--- config.mk ---
export PLATFORM = sky130hd
export DESIGN_NAME = dmm_top
export DESIGN_NICKNAME = d
export VERILOG_FILES = /design/src/hdl/dmm_pkg.sv /design/src/hdl/spi_frontend.sv /design/src/hdl/register_bank.sv /design/src/hdl/adc_mock.sv /design/src/hdl/sequence_acquisition.sv /design/src/hdl/mode_mux.sv /design/src/hdl/dmm_top.sv
export SDC_FILE = /design/constraint.sdc
export NUM_CORES = 1
export LEC_CHECK = 0
export BUFFER_PORTS_ARGS = -buffer_cell sky130_fd_sc_hd__buf_2
export CAP_MARGIN = 30
export CORE_MARGIN = 2
export CORE_UTILIZATION = 35
export CTS_CLUSTER_SIZE = 40
export DETAILED_ROUTE_END_ITERATION = 10
export GPL_TIMING_DRIVEN = 0
export PLACE_DENSITY = 0.52
export SETUP_SLACK_MARGIN = 0.2
export SYNTH_ARGS = -nofsm -noshare
export SYNTH_HDL_FRONTEND = slang
export SYNTH_SLANG_ARGS = --single-unit
export TNS_END_PERCENT = 30
--- constraint.sdc ---
create_clock -name clk_i -period 3.46 [get_ports clk_i]
set_clock_uncertainty 0.2 [all_clocks]
set_input_delay 0.692 -clock clk_i [delete_from_list [all_inputs] [get_ports clk_i]]
set_output_delay 0.692 -clock clk_i [all_outputs]
set_load 0.02 [all_outputs]
--- src/hdl/dmm_pkg.sv ---
// shared definitions for the multimeter control core
// register map, spi chip-select codes, mode codes and the bus structs
// every rtl module of the core takes what it needs by wildcard import
`default_nettype none

package dmm_pkg;

  //////////////////////////////////////////////////
  // widths
  localparam int REG_W       = 32;
  localparam int ADDR_W      = 8;
  localparam int FRAME_W     = ADDR_W + REG_W;  // addr byte then data, both msb first
  localparam int ADDR_WR_BIT = ADDR_W - 1;      // set in the addr byte for a write
  localparam int CS_W        = 3;
  localparam int MODE_W      = 3;
  localparam int SEQ_ENTRY_W = 6;
  localparam int SEQ_IDX_W   = 2;
  localparam int SEQ_N_W     = 3;
  localparam int SEQ_DEPTH   = 4;               // entries in a sequence
  localparam int COUNT_W     = 24;

  //////////////////////////////////////////////////
  // register map, address without the write bit
  localparam logic [ADDR_W-1:0] ADDR_DIRECT    = 8'd1;
  localparam logic [ADDR_W-1:0] ADDR_CR        = 8'd2;
  localparam logic [ADDR_W-1:0] ADDR_STATUS    = 8'd3;   // read only
  localparam logic [ADDR_W-1:0] ADDR_SEQ_N     = 8'd4;
  localparam logic [ADDR_W-1:0] ADDR_SEQ0      = 8'd5;   // seq1..seq3 follow
  localparam logic [ADDR_W-1:0] ADDR_PRECHARGE = 8'd9;
  localparam logic [ADDR_W-1:0] ADDR_APERTURE  = 8'd10;
  localparam logic [ADDR_W-1:0] ADDR_4094_OE   = 8'd11;

  // chip-select vector codes, decimal
  localparam logic [CS_W-1:0] CS_DEASSERT   = 3'd0;
  localparam logic [CS_W-1:0] CS_FPGA       = 3'd1;
  localparam logic [CS_W-1:0] CS_4094       = 3'd2;
  localparam logic [CS_W-1:0] CS_INVERT_DAC = 3'd3;
  localparam logic [CS_W-1:0] CS_MDAC1      = 3'd4;

  localparam logic [MODE_W-1:0] MODE_DIRECT   = 3'd0;
  localparam logic [MODE_W-1:0] MODE_SEQ_MOCK = 3'd6;   // sequencer with mocked adc

  localparam logic [7:0] STATUS_MAGIC = 8'hAA;

  //////////////////////////////////////////////////
  // structs
  typedef struct packed {
    logic [1:0] pc_sw;   // top 2 bits
    logic [3:0] azmux;   // low 4 bits
  } seq_entry_t;

  typedef struct packed {
    logic [SEQ_N_W-1:0]                  seq_n;      // already clamped to 1..4
    seq_entry_t [SEQ_DEPTH-1:0]          seq;
    logic [COUNT_W-1:0]                  precharge;  // clk counts
    logic [COUNT_W-1:0]                  aperture;
  } seq_cfg_t;

  typedef struct packed {
    logic [SEQ_IDX_W-1:0] sample_idx_last;
    logic                 first_last;
  } seq_status_t;

  // pin bus, leds at the lsb
  typedef struct packed {
    logic       adc_reset_n;
    logic       meas_complete;
    logic       spi_interrupt;
    logic       cmpr_latch;
    logic       adc_sigmux;
    logic       adc_rstmux;
    logic [1:0] adc_refmux;
    logic [3:0] azmux;
    logic [1:0] pc_sw;
    logic [7:0] monitor;
    logic [3:0] leds;
  } pin_bus_t;

  typedef struct packed {
    logic sck;
    logic mosi;
    logic ss_n;   // register set select, active lo
  } spi_line_t;

endpackage

`default_nettype wire

--- src/hdl/spi_frontend.sv ---
// spi front end of the core
// routes sck/sdi to the external devices or parks them while the fpga is
// addressed, and hands a synchronized copy of the lines to the register bank
`timescale 1ns/100ps
`default_nettype none

module spi_frontend import dmm_pkg::*; (
  input  logic            clk_i,
  input  logic            rst_n_i,
  input  logic [CS_W-1:0] spi_cs_vec_i,
  input  logic            spi_sck_i,
  input  logic            spi_sdi_i,
  output spi_line_t       spi_line_o,
  output logic            spi_glb_clk_o,
  output logic            spi_glb_mosi_o,
  output logic            spi_4094_strobe_o,
  output logic            spi_invert_dac_ss_o,
  output logic            spi_invert_dac_clk_o,
  output logic            spi_invert_dac_data_o,
  output logic            spi_iso_cs_o,
  output logic            spi_iso_cs2_o
);

  logic [CS_W-1:0] cs_meta_q;
  logic [CS_W-1:0] cs_q;
  logic [1:0]      sck_sync_q;   // [1] is the stable copy
  logic [1:0]      sdi_sync_q;
  logic            fpga_sel;

  //////////////////////////////////////////////////
  // device routing, combinational on the raw pins
  assign fpga_sel = (spi_cs_vec_i == CS_FPGA);

  assign spi_glb_clk_o         = fpga_sel ? 1'b1 : spi_sck_i;   // park hi
  assign spi_glb_mosi_o        = fpga_sel ? 1'b1 : spi_sdi_i;   // park hi
  assign spi_4094_strobe_o     = (spi_cs_vec_i == CS_4094);     // active hi
  assign spi_invert_dac_ss_o   = (spi_cs_vec_i != CS_INVERT_DAC);
  assign spi_invert_dac_clk_o  = spi_glb_clk_o;
  assign spi_invert_dac_data_o = spi_glb_mosi_o;
  assign spi_iso_cs_o          = (spi_cs_vec_i != CS_MDAC1);    // isolated mdac
  assign spi_iso_cs2_o         = 1'b1;                          // no device fitted

  //////////////////////////////////////////////////
  // two flop synchronizers into clk_i
  always_ff @(posedge clk_i or negedge rst_n_i) begin
    if (!rst_n_i) begin
      cs_meta_q  <= CS_DEASSERT;
      cs_q       <= CS_DEASSERT;
      sck_sync_q <= '0;
      sdi_sync_q <= '0;
    end else begin
      cs_meta_q  <= spi_cs_vec_i;
      cs_q       <= cs_meta_q;
      sck_sync_q <= {sck_sync_q[0], spi_sck_i};
      sdi_sync_q <= {sdi_sync_q[0], spi_sdi_i};
    end
  end

  assign spi_line_o.sck  = sck_sync_q[1];
  assign spi_line_o.mosi = sdi_sync_q[1];
  assign spi_line_o.ss_n = (cs_q != CS_FPGA);   // only code 1 selects the register set

endmodule

`default_nettype wire

--- src/hdl/register_bank.sv ---
// spi register set
// 40 bit frames: addr byte (bit 7 = write) then 32 data bits, msb first.
// sck is oversampled, mosi taken on rising edges, miso shifted on falling.
// a read loads the register after the addr byte, a write lands on bit 40
`timescale 1ns/100ps
`default_nettype none

module register_bank import dmm_pkg::*; (
  input  logic              clk_i,
  input  logic              rst_n_i,
  input  spi_line_t         spi_line_i,
  input  logic [REG_W-1:0]  status_i,
  output logic              spi_sdo_o,
  output logic [MODE_W-1:0] mode_o,
  output pin_bus_t          direct_pins_o,
  output seq_cfg_t          seq_cfg_o,
  output logic              oe_4094_o
);

  localparam int BIT_CNT_W = $clog2(FRAME_W + 1);

  logic                 sck_q;        // last sampled sck
  logic                 sck_rise;
  logic                 sck_fall;
  logic [BIT_CNT_W-1:0] bit_cnt_q;    // rising edges this frame
  logic [FRAME_W-1:0]   shift_q;
  logic [FRAME_W-1:0]   frame_next;   // shift_q plus the current mosi bit
  logic [REG_W-1:0]     tx_q;         // readback shifter
  logic [REG_W-1:0]     rd_data;
  logic [ADDR_W-1:0]    rd_addr;
  logic [ADDR_W-1:0]    wr_addr;
  logic                 wr_en;
  logic [REG_W-1:0]     seq_n_raw;
  logic [REG_W-1:0]     regs_q [ADDR_DIRECT:ADDR_4094_OE];   // status slot never written

  function automatic logic is_rw(input logic [ADDR_W-1:0] a);
    return (a >= ADDR_DIRECT) && (a <= ADDR_4094_OE) && (a != ADDR_STATUS);
  endfunction

  assign sck_rise   = spi_line_i.sck & ~sck_q;
  assign sck_fall   = ~spi_line_i.sck & sck_q;
  assign frame_next = {shift_q[FRAME_W-2:0], spi_line_i.mosi};

  // addr byte complete on the 8th edge. a write addr has bit 7 set and reads as 0
  assign rd_addr = frame_next[ADDR_W-1:0];
  assign wr_addr = {1'b0, frame_next[FRAME_W-2 -: ADDR_W-1]};
  assign wr_en   = !spi_line_i.ss_n && sck_rise
                   && (bit_cnt_q == BIT_CNT_W'(FRAME_W - 1))
                   && frame_next[FRAME_W-1 - (ADDR_W-1-ADDR_WR_BIT)]
                   && is_rw(wr_addr);

  always_comb begin
    rd_data = '0;   // unknown addr
    if (rd_addr == ADDR_STATUS) begin
      rd_data = status_i;
    end else if (is_rw(rd_addr)) begin
      rd_data = regs_q[rd_addr];
    end
  end

  //////////////////////////////////////////////////
  // frame engine
  always_ff @(posedge clk_i or negedge rst_n_i) begin
    if (!rst_n_i) begin
      sck_q     <= 1'b0;
      bit_cnt_q <= '0;
      shift_q   <= '0;
      tx_q      <= '0;
      spi_sdo_o <= 1'b0;
    end else begin
      sck_q <= spi_line_i.sck;
      if (spi_line_i.ss_n) begin   // idle or cut off, partial frame dropped
        bit_cnt_q <= '0;
        shift_q   <= '0;
        tx_q      <= '0;
        spi_sdo_o <= 1'b0;
      end else if (sck_rise && bit_cnt_q != BIT_CNT_W'(FRAME_W)) begin
        shift_q   <= frame_next;
        bit_cnt_q <= bit_cnt_q + 1'b1;
        if (bit_cnt_q == BIT_CNT_W'(ADDR_W - 1)) begin
          tx_q <= rd_data;   // first bit goes out on the next fall
        end
      end else if (sck_fall) begin
        spi_sdo_o <= tx_q[REG_W-1];
        tx_q      <= {tx_q[REG_W-2:0], 1'b0};
      end
    end
  end

  //////////////////////////////////////////////////
  // configuration registers
  always_ff @(posedge clk_i or negedge rst_n_i) begin
    if (!rst_n_i) begin
      for (int i = ADDR_DIRECT; i <= ADDR_4094_OE; i++) begin
        regs_q[i] <= '0;
      end
    end else if (wr_en) begin
      regs_q[wr_addr] <= frame_next[REG_W-1:0];
    end
  end

  assign mode_o        = regs_q[ADDR_CR][MODE_W-1:0];
  assign direct_pins_o = pin_bus_t'(regs_q[ADDR_DIRECT][$bits(pin_bus_t)-1:0]);
  assign oe_4094_o     = regs_q[ADDR_4094_OE][0];   // lo at power up, 4094 outputs off
  assign seq_n_raw     = regs_q[ADDR_SEQ_N];

  always_comb begin
    if (seq_n_raw == '0) begin
      seq_cfg_o.seq_n = SEQ_N_W'(1);   // 0 runs a single entry
    end else if (seq_n_raw > REG_W'(SEQ_DEPTH)) begin
      seq_cfg_o.seq_n = SEQ_N_W'(SEQ_DEPTH);
    end else begin
      seq_cfg_o.seq_n = seq_n_raw[SEQ_N_W-1:0];
    end
    for (int i = 0; i < SEQ_DEPTH; i++) begin
      seq_cfg_o.seq[i] = seq_entry_t'(regs_q[ADDR_SEQ0 + i][SEQ_ENTRY_W-1:0]);
    end
    seq_cfg_o.precharge = regs_q[ADDR_PRECHARGE][COUNT_W-1:0];
    seq_cfg_o.aperture  = regs_q[ADDR_APERTURE][COUNT_W-1:0];
  end

endmodule

`default_nettype wire

--- src/hdl/adc_mock.sv ---
// stand-in for the adc during sequencer bring up
// counts the aperture while held out of reset, then pulses measure_valid
// once and sits until adc_reset_n_i drops again
`timescale 1ns/100ps
`default_nettype none

module adc_mock import dmm_pkg::*; (
  input  logic               clk_i,
  input  logic               rst_n_i,
  input  logic               adc_reset_n_i,
  input  logic [COUNT_W-1:0] aperture_i,
  output logic               measure_valid_o
);

  logic [COUNT_W-1:0] cnt_q;
  logic               done_q;   // one pulse per release

  always_ff @(posedge clk_i or negedge rst_n_i) begin
    if (!rst_n_i) begin
      cnt_q           <= '0;
      done_q          <= 1'b0;
      measure_valid_o <= 1'b0;
    end else if (!adc_reset_n_i) begin
      cnt_q           <= '0;
      done_q          <= 1'b0;
      measure_valid_o <= 1'b0;
    end else begin
      measure_valid_o <= 1'b0;
      if (!done_q) begin
        if (cnt_q == aperture_i) begin   // valid seen aperture + 1 after release
          measure_valid_o <= 1'b1;
          done_q          <= 1'b1;
        end else begin
          cnt_q <= cnt_q + 1'b1;
        end
      end
    end
  end

endmodule

`default_nettype wire

--- src/hdl/sequence_acquisition.sv ---
// sample acquisition sequencer
// steps through up to four azmux/pc_sw entries, each with a precharge phase
// and a measurement by the adc. held idle while trig_i is low.
// one step lasts precharge + aperture + 2 clk cycles
`timescale 1ns/100ps
`default_nettype none

module sequence_acquisition import dmm_pkg::*; (
  input  logic        clk_i,
  input  logic        rst_n_i,
  input  logic        trig_i,
  input  logic        measure_valid_i,
  input  seq_cfg_t    cfg_i,
  output logic        adc_reset_n_o,
  output pin_bus_t    pins_o,
  output seq_status_t status_o
);

  // advance picks the entry and is the first precharge cycle
  typedef enum logic [1:0] {
    ST_IDLE,
    ST_ADVANCE,
    ST_PRECHARGE,
    ST_MEASURE
  } state_t;

  state_t               state_q;
  logic [SEQ_IDX_W-1:0] idx_q;
  logic [SEQ_IDX_W-1:0] idx_next;
  logic [COUNT_W-1:0]   cnt_q;     // precharge cycles spent
  seq_entry_t           entry;
  seq_status_t          status_q;

  assign entry    = cfg_i.seq[idx_q];
  assign idx_next = (SEQ_N_W'(idx_q) + SEQ_N_W'(1) >= cfg_i.seq_n) ? '0 : idx_q + 1'b1;

  always_ff @(posedge clk_i or negedge rst_n_i) begin
    if (!rst_n_i) begin
      state_q  <= ST_IDLE;
      idx_q    <= '0;
      cnt_q    <= '0;
      status_q <= '0;
    end else if (!trig_i) begin   // restart from entry 0, last status kept
      state_q <= ST_IDLE;
      idx_q   <= '0;
      cnt_q   <= '0;
    end else begin
      case (state_q)
        ST_IDLE: state_q <= ST_ADVANCE;
        ST_ADVANCE: begin
          cnt_q   <= COUNT_W'(1);
          state_q <= (cfg_i.precharge > COUNT_W'(1)) ? ST_PRECHARGE : ST_MEASURE;
        end
        ST_PRECHARGE: begin
          cnt_q <= cnt_q + 1'b1;
          if (cnt_q + COUNT_W'(1) >= cfg_i.precharge) begin
            state_q <= ST_MEASURE;
          end
        end
        ST_MEASURE: begin
          if (measure_valid_i) begin   // only stall point
            status_q.sample_idx_last <= idx_q;
            status_q.first_last      <= (idx_q == '0);
            idx_q                    <= idx_next;
            state_q                  <= ST_ADVANCE;
          end
        end
      endcase
    end
  end

  assign adc_reset_n_o = (state_q == ST_MEASURE);   // adc released only here
  assign status_o      = status_q;

  //////////////////////////////////////////////////
  // pin bus, adc mux and ctl fields stay lo
  always_comb begin
    pins_o = '0;
    if (state_q != ST_IDLE) begin
      pins_o.azmux = entry.azmux;
      pins_o.pc_sw = entry.pc_sw;
    end
    pins_o.leds          = {2'b00, idx_q};
    pins_o.monitor[0]    = (state_q == ST_ADVANCE) || (state_q == ST_PRECHARGE);
    pins_o.monitor[1]    = (state_q == ST_MEASURE);
    pins_o.monitor[3:2]  = idx_q;
    pins_o.meas_complete = measure_valid_i;
  end

endmodule

`default_nettype wire

--- src/hdl/mode_mux.sv ---
// output mode selection and status word assembly
// mode 0 drives the pins from the direct register, mode 6 from the
// sequencer, any other mode holds every pin lo
`timescale 1ns/100ps
`default_nettype none

module mode_mux import dmm_pkg::*; (
  input  logic [MODE_W-1:0]  mode_i,
  input  pin_bus_t           direct_i,
  input  pin_bus_t           seq_pins_i,
  input  seq_status_t        seq_status_i,
  input  logic [SEQ_N_W-1:0] seq_n_i,
  input  logic [3:0]         hw_flags_i,
  output pin_bus_t           pins_o,
  output logic [REG_W-1:0]   status_o
);

  always_comb begin
    case (mode_i)
      MODE_DIRECT:   pins_o = direct_i;     // every pin under host control
      MODE_SEQ_MOCK: pins_o = seq_pins_i;   // needs trig high
      default:       pins_o = '0;
    endcase
  end

  // status word, magic byte at the bottom
  assign status_o = {
    9'b0,                               // 31:23
    seq_n_i,                            // 22:20
    seq_status_i.first_last,            // 19
    1'b0,
    seq_status_i.sample_idx_last,       // 17:16
    4'b0,                               // 15:12
    hw_flags_i,                         // 11:8
    STATUS_MAGIC                        // 7:0
  };

endmodule

`default_nettype wire

--- src/hdl/dmm_top.sv ---
// top level of the multimeter control core
// spi front end and register set on the input side, sequencer with the
// mocked adc in the middle, mode mux driving the output pins
`timescale 1ns/100ps
`default_nettype none

module dmm_top import dmm_pkg::*; (
  input  logic            clk_i,
  input  logic            rst_n_i,
  // spi
  input  logic [CS_W-1:0] spi_cs_vec_i,
  input  logic            spi_sck_i,
  input  logic            spi_sdi_i,
  output logic            spi_sdo_o,
  // shared lines and 4094
  output logic            spi_glb_clk_o,
  output logic            spi_glb_mosi_o,
  output logic            spi_4094_strobe_o,
  output logic            spi_4094_oe_o,
  // device selects
  output logic            spi_invert_dac_ss_o,
  output logic            spi_invert_dac_clk_o,
  output logic            spi_invert_dac_data_o,
  output logic            spi_iso_cs_o,
  output logic            spi_iso_cs2_o,
  input  logic [3:0]      hw_flags_i,
  input  logic            sa_trig_i,
  // pins
  output logic [3:0]      leds_o,
  output logic [7:0]      monitor_o,
  output logic [1:0]      pc_sw_o,
  output logic [3:0]      azmux_o,
  output logic [1:0]      adc_refmux_o,
  output logic            adc_sigmux_o,
  output logic            adc_rstmux_o,
  output logic            adc_cmpr_latch_o,
  output logic            spi_interrupt_o
);

  spi_line_t         spi_line;
  logic [MODE_W-1:0] mode;
  pin_bus_t          direct_pins;
  seq_cfg_t          seq_cfg;
  logic [REG_W-1:0]  status;
  logic              adc_reset_n;     // sequencer to adc
  logic              measure_valid;   // adc back to sequencer
  pin_bus_t          seq_pins;
  seq_status_t       seq_status;
  pin_bus_t          pins;            // selected bus

  //////////////////////////////////////////////////
  // input side
  spi_frontend spi_frontend0 (
    .clk_i, .rst_n_i, .spi_cs_vec_i, .spi_sck_i, .spi_sdi_i,
    .spi_line_o(spi_line),
    .spi_glb_clk_o, .spi_glb_mosi_o, .spi_4094_strobe_o,
    .spi_invert_dac_ss_o, .spi_invert_dac_clk_o, .spi_invert_dac_data_o,
    .spi_iso_cs_o, .spi_iso_cs2_o
  );

  register_bank register_bank0 (
    .clk_i, .rst_n_i,
    .spi_line_i(spi_line),
    .status_i(status),
    .spi_sdo_o,
    .mode_o(mode),
    .direct_pins_o(direct_pins),
    .seq_cfg_o(seq_cfg),
    .oe_4094_o(spi_4094_oe_o)
  );

  //////////////////////////////////////////////////
  // processing
  adc_mock adc_mock0 (
    .clk_i, .rst_n_i,
    .adc_reset_n_i(adc_reset_n),
    .aperture_i(seq_cfg.aperture),
    .measure_valid_o(measure_valid)
  );

  sequence_acquisition sequence_acquisition0 (
    .clk_i, .rst_n_i,
    .trig_i(sa_trig_i),
    .measure_valid_i(measure_valid),
    .cfg_i(seq_cfg),
    .adc_reset_n_o(adc_reset_n),
    .pins_o(seq_pins),
    .status_o(seq_status)
  );

  //////////////////////////////////////////////////
  // output side
  mode_mux mode_mux0 (
    .mode_i(mode),
    .direct_i(direct_pins),
    .seq_pins_i(seq_pins),
    .seq_status_i(seq_status),
    .seq_n_i(seq_cfg.seq_n),
    .hw_flags_i,
    .pins_o(pins),
    .status_o(status)
  );

  // unpack onto the pins, adc_reset_n and meas_complete have no pin here
  assign leds_o           = pins.leds;
  assign monitor_o        = pins.monitor;
  assign pc_sw_o          = pins.pc_sw;
  assign azmux_o          = pins.azmux;
  assign adc_refmux_o     = pins.adc_refmux;
  assign adc_sigmux_o     = pins.adc_sigmux;
  assign adc_rstmux_o     = pins.adc_rstmux;
  assign adc_cmpr_latch_o = pins.cmpr_latch;
  assign spi_interrupt_o  = pins.spi_interrupt;

endmodule

`default_nettype wire

==> impl_metrics.py <==
metrics = {
    "power": {
        "swShare_pct": 24.7,
        "p_per_area_nw_per_um2": 457,
        "share_seq_of_total_power_pct": 46.4,
        "combPwrFrac_pct": 6.5,
        "p_sw_mw": 3.16,
        "vdd_ir_drop_max_v": 0.000424,
        "finalPower_mw": 12.8,
        "leakage_nw": 12.8,
        "p_clk_share_pct": 47.1,
        "p_int_mw": 9.65,
    },
    "clocking": {
        "clkLatencyLatePin_ns": 0.64,
        "clockBufferDepth": 3,
        "cts_tree": "built",
        "cts.sinks": 498,
        "path_clk_slew_ns": 0.07,
        "root_buffer": "clkbuf_16",
        "cts_made_buffers": 57,
        "cts-htree-levels": 2,
    },
    "run_status": {
        "status": "finished, final reports clean",
    },
    "min_path": {
        "hold_path.class": "input pin to flip-flop",
        "min_from": "spi_cs_vec_i[2]",
        "hold_end": "spi_frontend0.cs_meta_q[2]",
        "holdPathStages": 1,
    },
    "logic_synthesis": {
        "synth_seq_cells": 498,
        "ys.flop_type": "dfrtp_1",
        "synth_area_leaders": "dfrtp_1 52%, mux2_2 15%, mux4_2 6.6%",
        "synth_top_family_by_area": "multiplexers",
        "syn_avg_cell_area_um2": 12.4,
        "muxShareOfSynthArea_pct": 23.2,
        "yosys_warnings": 0,
        "syn_nets": 1994,
        "synth_largest_area_cell": "dfrtp_1",
        "yosysTopAreaCellShare_pct": 51.8,
        "synth.distinct_cells": 61,
        "syn_area_um2": 24100,
        "synth-compound-area-share_pct": 9.36,
        "synth_edf_count": 0,
        "yosysSeqAreaShare_pct": 51.8,
        "async_flop_share_pct": 100,
        "synth_simple_gate_area_share_pct": 7.61,
        "syn_inst": 1945,
        "synth_adder_area_share_pct": 1.92,
        "synth_xor_area_share_pct": 2.11,
    },
    "floorplanning": {
        "ios": 46,
        "rows": 96,
        "fp.dieW_um": 266,
        "initial_core_util_pct": 35.2,
        "coreArea_um2": 68300,
        "die_h_um": 266,
        "dieArea_um2": 70900,
    },
    "worst_setup_path": {
        "crit_path_end_kind": "output port",
        "cp_slowest_cell": "nor3_4",
        "worstSetupStartpointType": "flip-flop",
        "crit_path_cell_trace": "clkbuf_1 > nor3_4 > clkbuf_8 > and2_1 > buf_2",
        "worst_r2r_startpoint": "sequence_acquisition0.cnt_q[1]",
        "required_ns": 2.57,
        "path_max_fanout": 10,
        "r2r_setup_slack_ns": 0.20,
        "r2r_end": "sequence_acquisition0.state_q[1]",
        "crit_arrival_ns": 2.45,
        "rr_worst_depth": 13,
        "crit_type": "flip-flop to output port",
        "cpPeakStageDelay_ns": 0.42,
    },
    "placed_design": {
        "hpwl_um": 53700,
        "port_buffers": 44,
        "gp_congestion": 0.864,
    },
    "timing": {
        "final-setup-viol-count": 0,
        "fmax_mhz": 300,
        "worst_slew_pin_slew_ns": 0.988,
        "hold_viol": 0,
        "layout_min_cycle_time_ns": 3.34,
        "rsz0062_at_grt": "true",
        "finalMaxSlewViolations": 0,
        "post-route-period-util_pct": 96.5,
        "relSlewSlack_pct": 34.1,
    },
    "routing": {
        "vias": 16800,
        "drc": 0,
        "routed_wl_um": 75500,
        "firstDrtPassIters": 5,
        "ant_nets": 0,
        "wl_per_cell_um": 25.0,
        "drt-initial-drc-count": 1164,
        "via_per_inst": 5.59,
    },
    "global_routing": {
        "grt.total_usage_pct": 21.6,
        "grt_max_degree": 121,
        "antenna_found_initial": 0,
        "grt_overflow": 0,
        "grt_pass1_wl_um": 114000,
        "grt_pass1_vias": 17300,
    },
    "layout": {
        "diodes": 0,
        "final_util_pct": 41.1,
        "drive_gt1_share_pct": 31.2,
        "fin_nets": 2134,
        "areaGrowthSynthToFinish_pct": 16.6,
    },
    "flow_run": {
        "maxCapViolations": 0,
    },
}
-- worst max-delay path by stage --
stage,start,to,slack [ns],cells past startpoint
after floorplan,sequence_acquisition0.cnt_q[10],sequence_acquisition0.state_q[0],0.22,12
after global placement,rst_n_i,adc_mock0.cnt_q[0],-8.74,1
after detailed placement,spi_frontend0.sdi_sync_q[1],register_bank0.tx_q[9],-1.04,9
after CTS,sequence_acquisition0.cnt_q[1],sequence_acquisition0.state_q[1],0.11,13
after global routing,register_bank0.mode_o[2],monitor_o[2],0.04,5
final,register_bank0.mode_o[0],adc_sigmux_o,0.12,5
-- worst max-delay path: cells and delay by family, from the launching register on --
kind          cells  cell delay, ns
simple gates      2            0.64
buf+inv           3            0.81
flops             1            0.36
-- per-stage QoR --
stage                     instance area [µm²]  instances  setup WS [ns]  setup TNS, ns  hold slack (ns)
after CTS                               27800       3001          0.105              0          0.00957
after global routing                    28100       3013         0.0447              0           0.0180
after floorplan                         24100       1945          0.216              0            0.131
final                                   28100       3013          0.122              0           0.0430
after global placement                  25400       2871          -8.74       -4344.01            0.143
after detailed placement                25700       2884          -1.04         -15.06            0.139
-- Yosys cell counts (all sizes together) (39+ instances only) --
cell type	instances
a21oi	104
a22o	53
buf	47
clkbuf	141
dfrtp	498
inv	39
mux2	325
mux4	70
nand2	91
nor2	88
o21ai	53
xnor2	48
-- cells by family (layout without fill, tap and decap cells) --
logic type	count (synthesis)	count (layout)
other	1	1
flip-flops	498	498
AO/OA/AOI/OAI	337	337
buffers and inverters	227	413
adder cells (fa/ha/maj)	37	37
AND/OR/NAND/NOR	357	357
multiplexers	430	430
XOR/XNOR	58	58
-- sequential cells by signal (all words and copies together) (netlist names), 2 cells and up --
register,flops
spi_frontend0.cs_meta_q,3
register_bank0.bit_cnt_q,6
spi_frontend0.sdi_sync_q,2
spi_frontend0.sck_sync_q,2
sequence_acquisition0.cnt_q,24
register_bank0.tx_q,32
adc_mock0.cnt_q,24
register_bank0.direct_pins_o,26
register_bank0.regs_q,218
sequence_acquisition0.idx_q,2
spi_frontend0.cs_q,3
register_bank0.seq_cfg_o,72
sequence_acquisition0.status_o,3
register_bank0.seq_n_raw,32
register_bank0.mode_o,3
sequence_acquisition0.state_q,2
register_bank0.shift_q,39
-- timing repair --
item,CTS,global route
gates cloned,0,0
endpoints found under the hold margin,97,0
hold buffers,3,0
setup buffers,9,12
pin swaps,10,18
setup endpoints to repair,108,154
resized for setup,69,28
-- cell type report --
type,count,area (µm²)
plain buffers,188,872
clock buffers,87,1660
clock inverters,18,204
fillers,6402,40300
inverters,39,146
multi-input cells,1220,10900
flip-flops and latches,498,12500
well taps,882,1100
repair buffers,81,672
-- layer usage --
metal,vias up,wire length [µm],global-route usage [%]
met5,-,0,0
met4,0,2000,6.36
met3,101,3620,3.38
met2,411,36600,35.5
met1,8915,33200,29.5
li1,7412,-,-
-- layout by cell type, fill, tap and decap left out, types with 53 or more instances in the layout --
cell type	instances
nor2_1	84
dfrtp_1	493
buf_2	65
mux2_2	315
clkbuf_1	144
clkbuf_16	58
mux4_2	70
a22o_1	53
nand2_1	90
a21oi_1	95
-- power groups by stage --
stage	clock network [mW]	registers [mW]	logic (mW)
floorplan	0	6.02	0.408
global placement	0	6.04	0.759
CTS	6.18	5.93	0.831
finish	6.03	5.94	0.839
detailed placement	0	6.04	0.799
global route	6.43	5.94	0.927
Note: power is estimated with default switching activity, not from simulation.
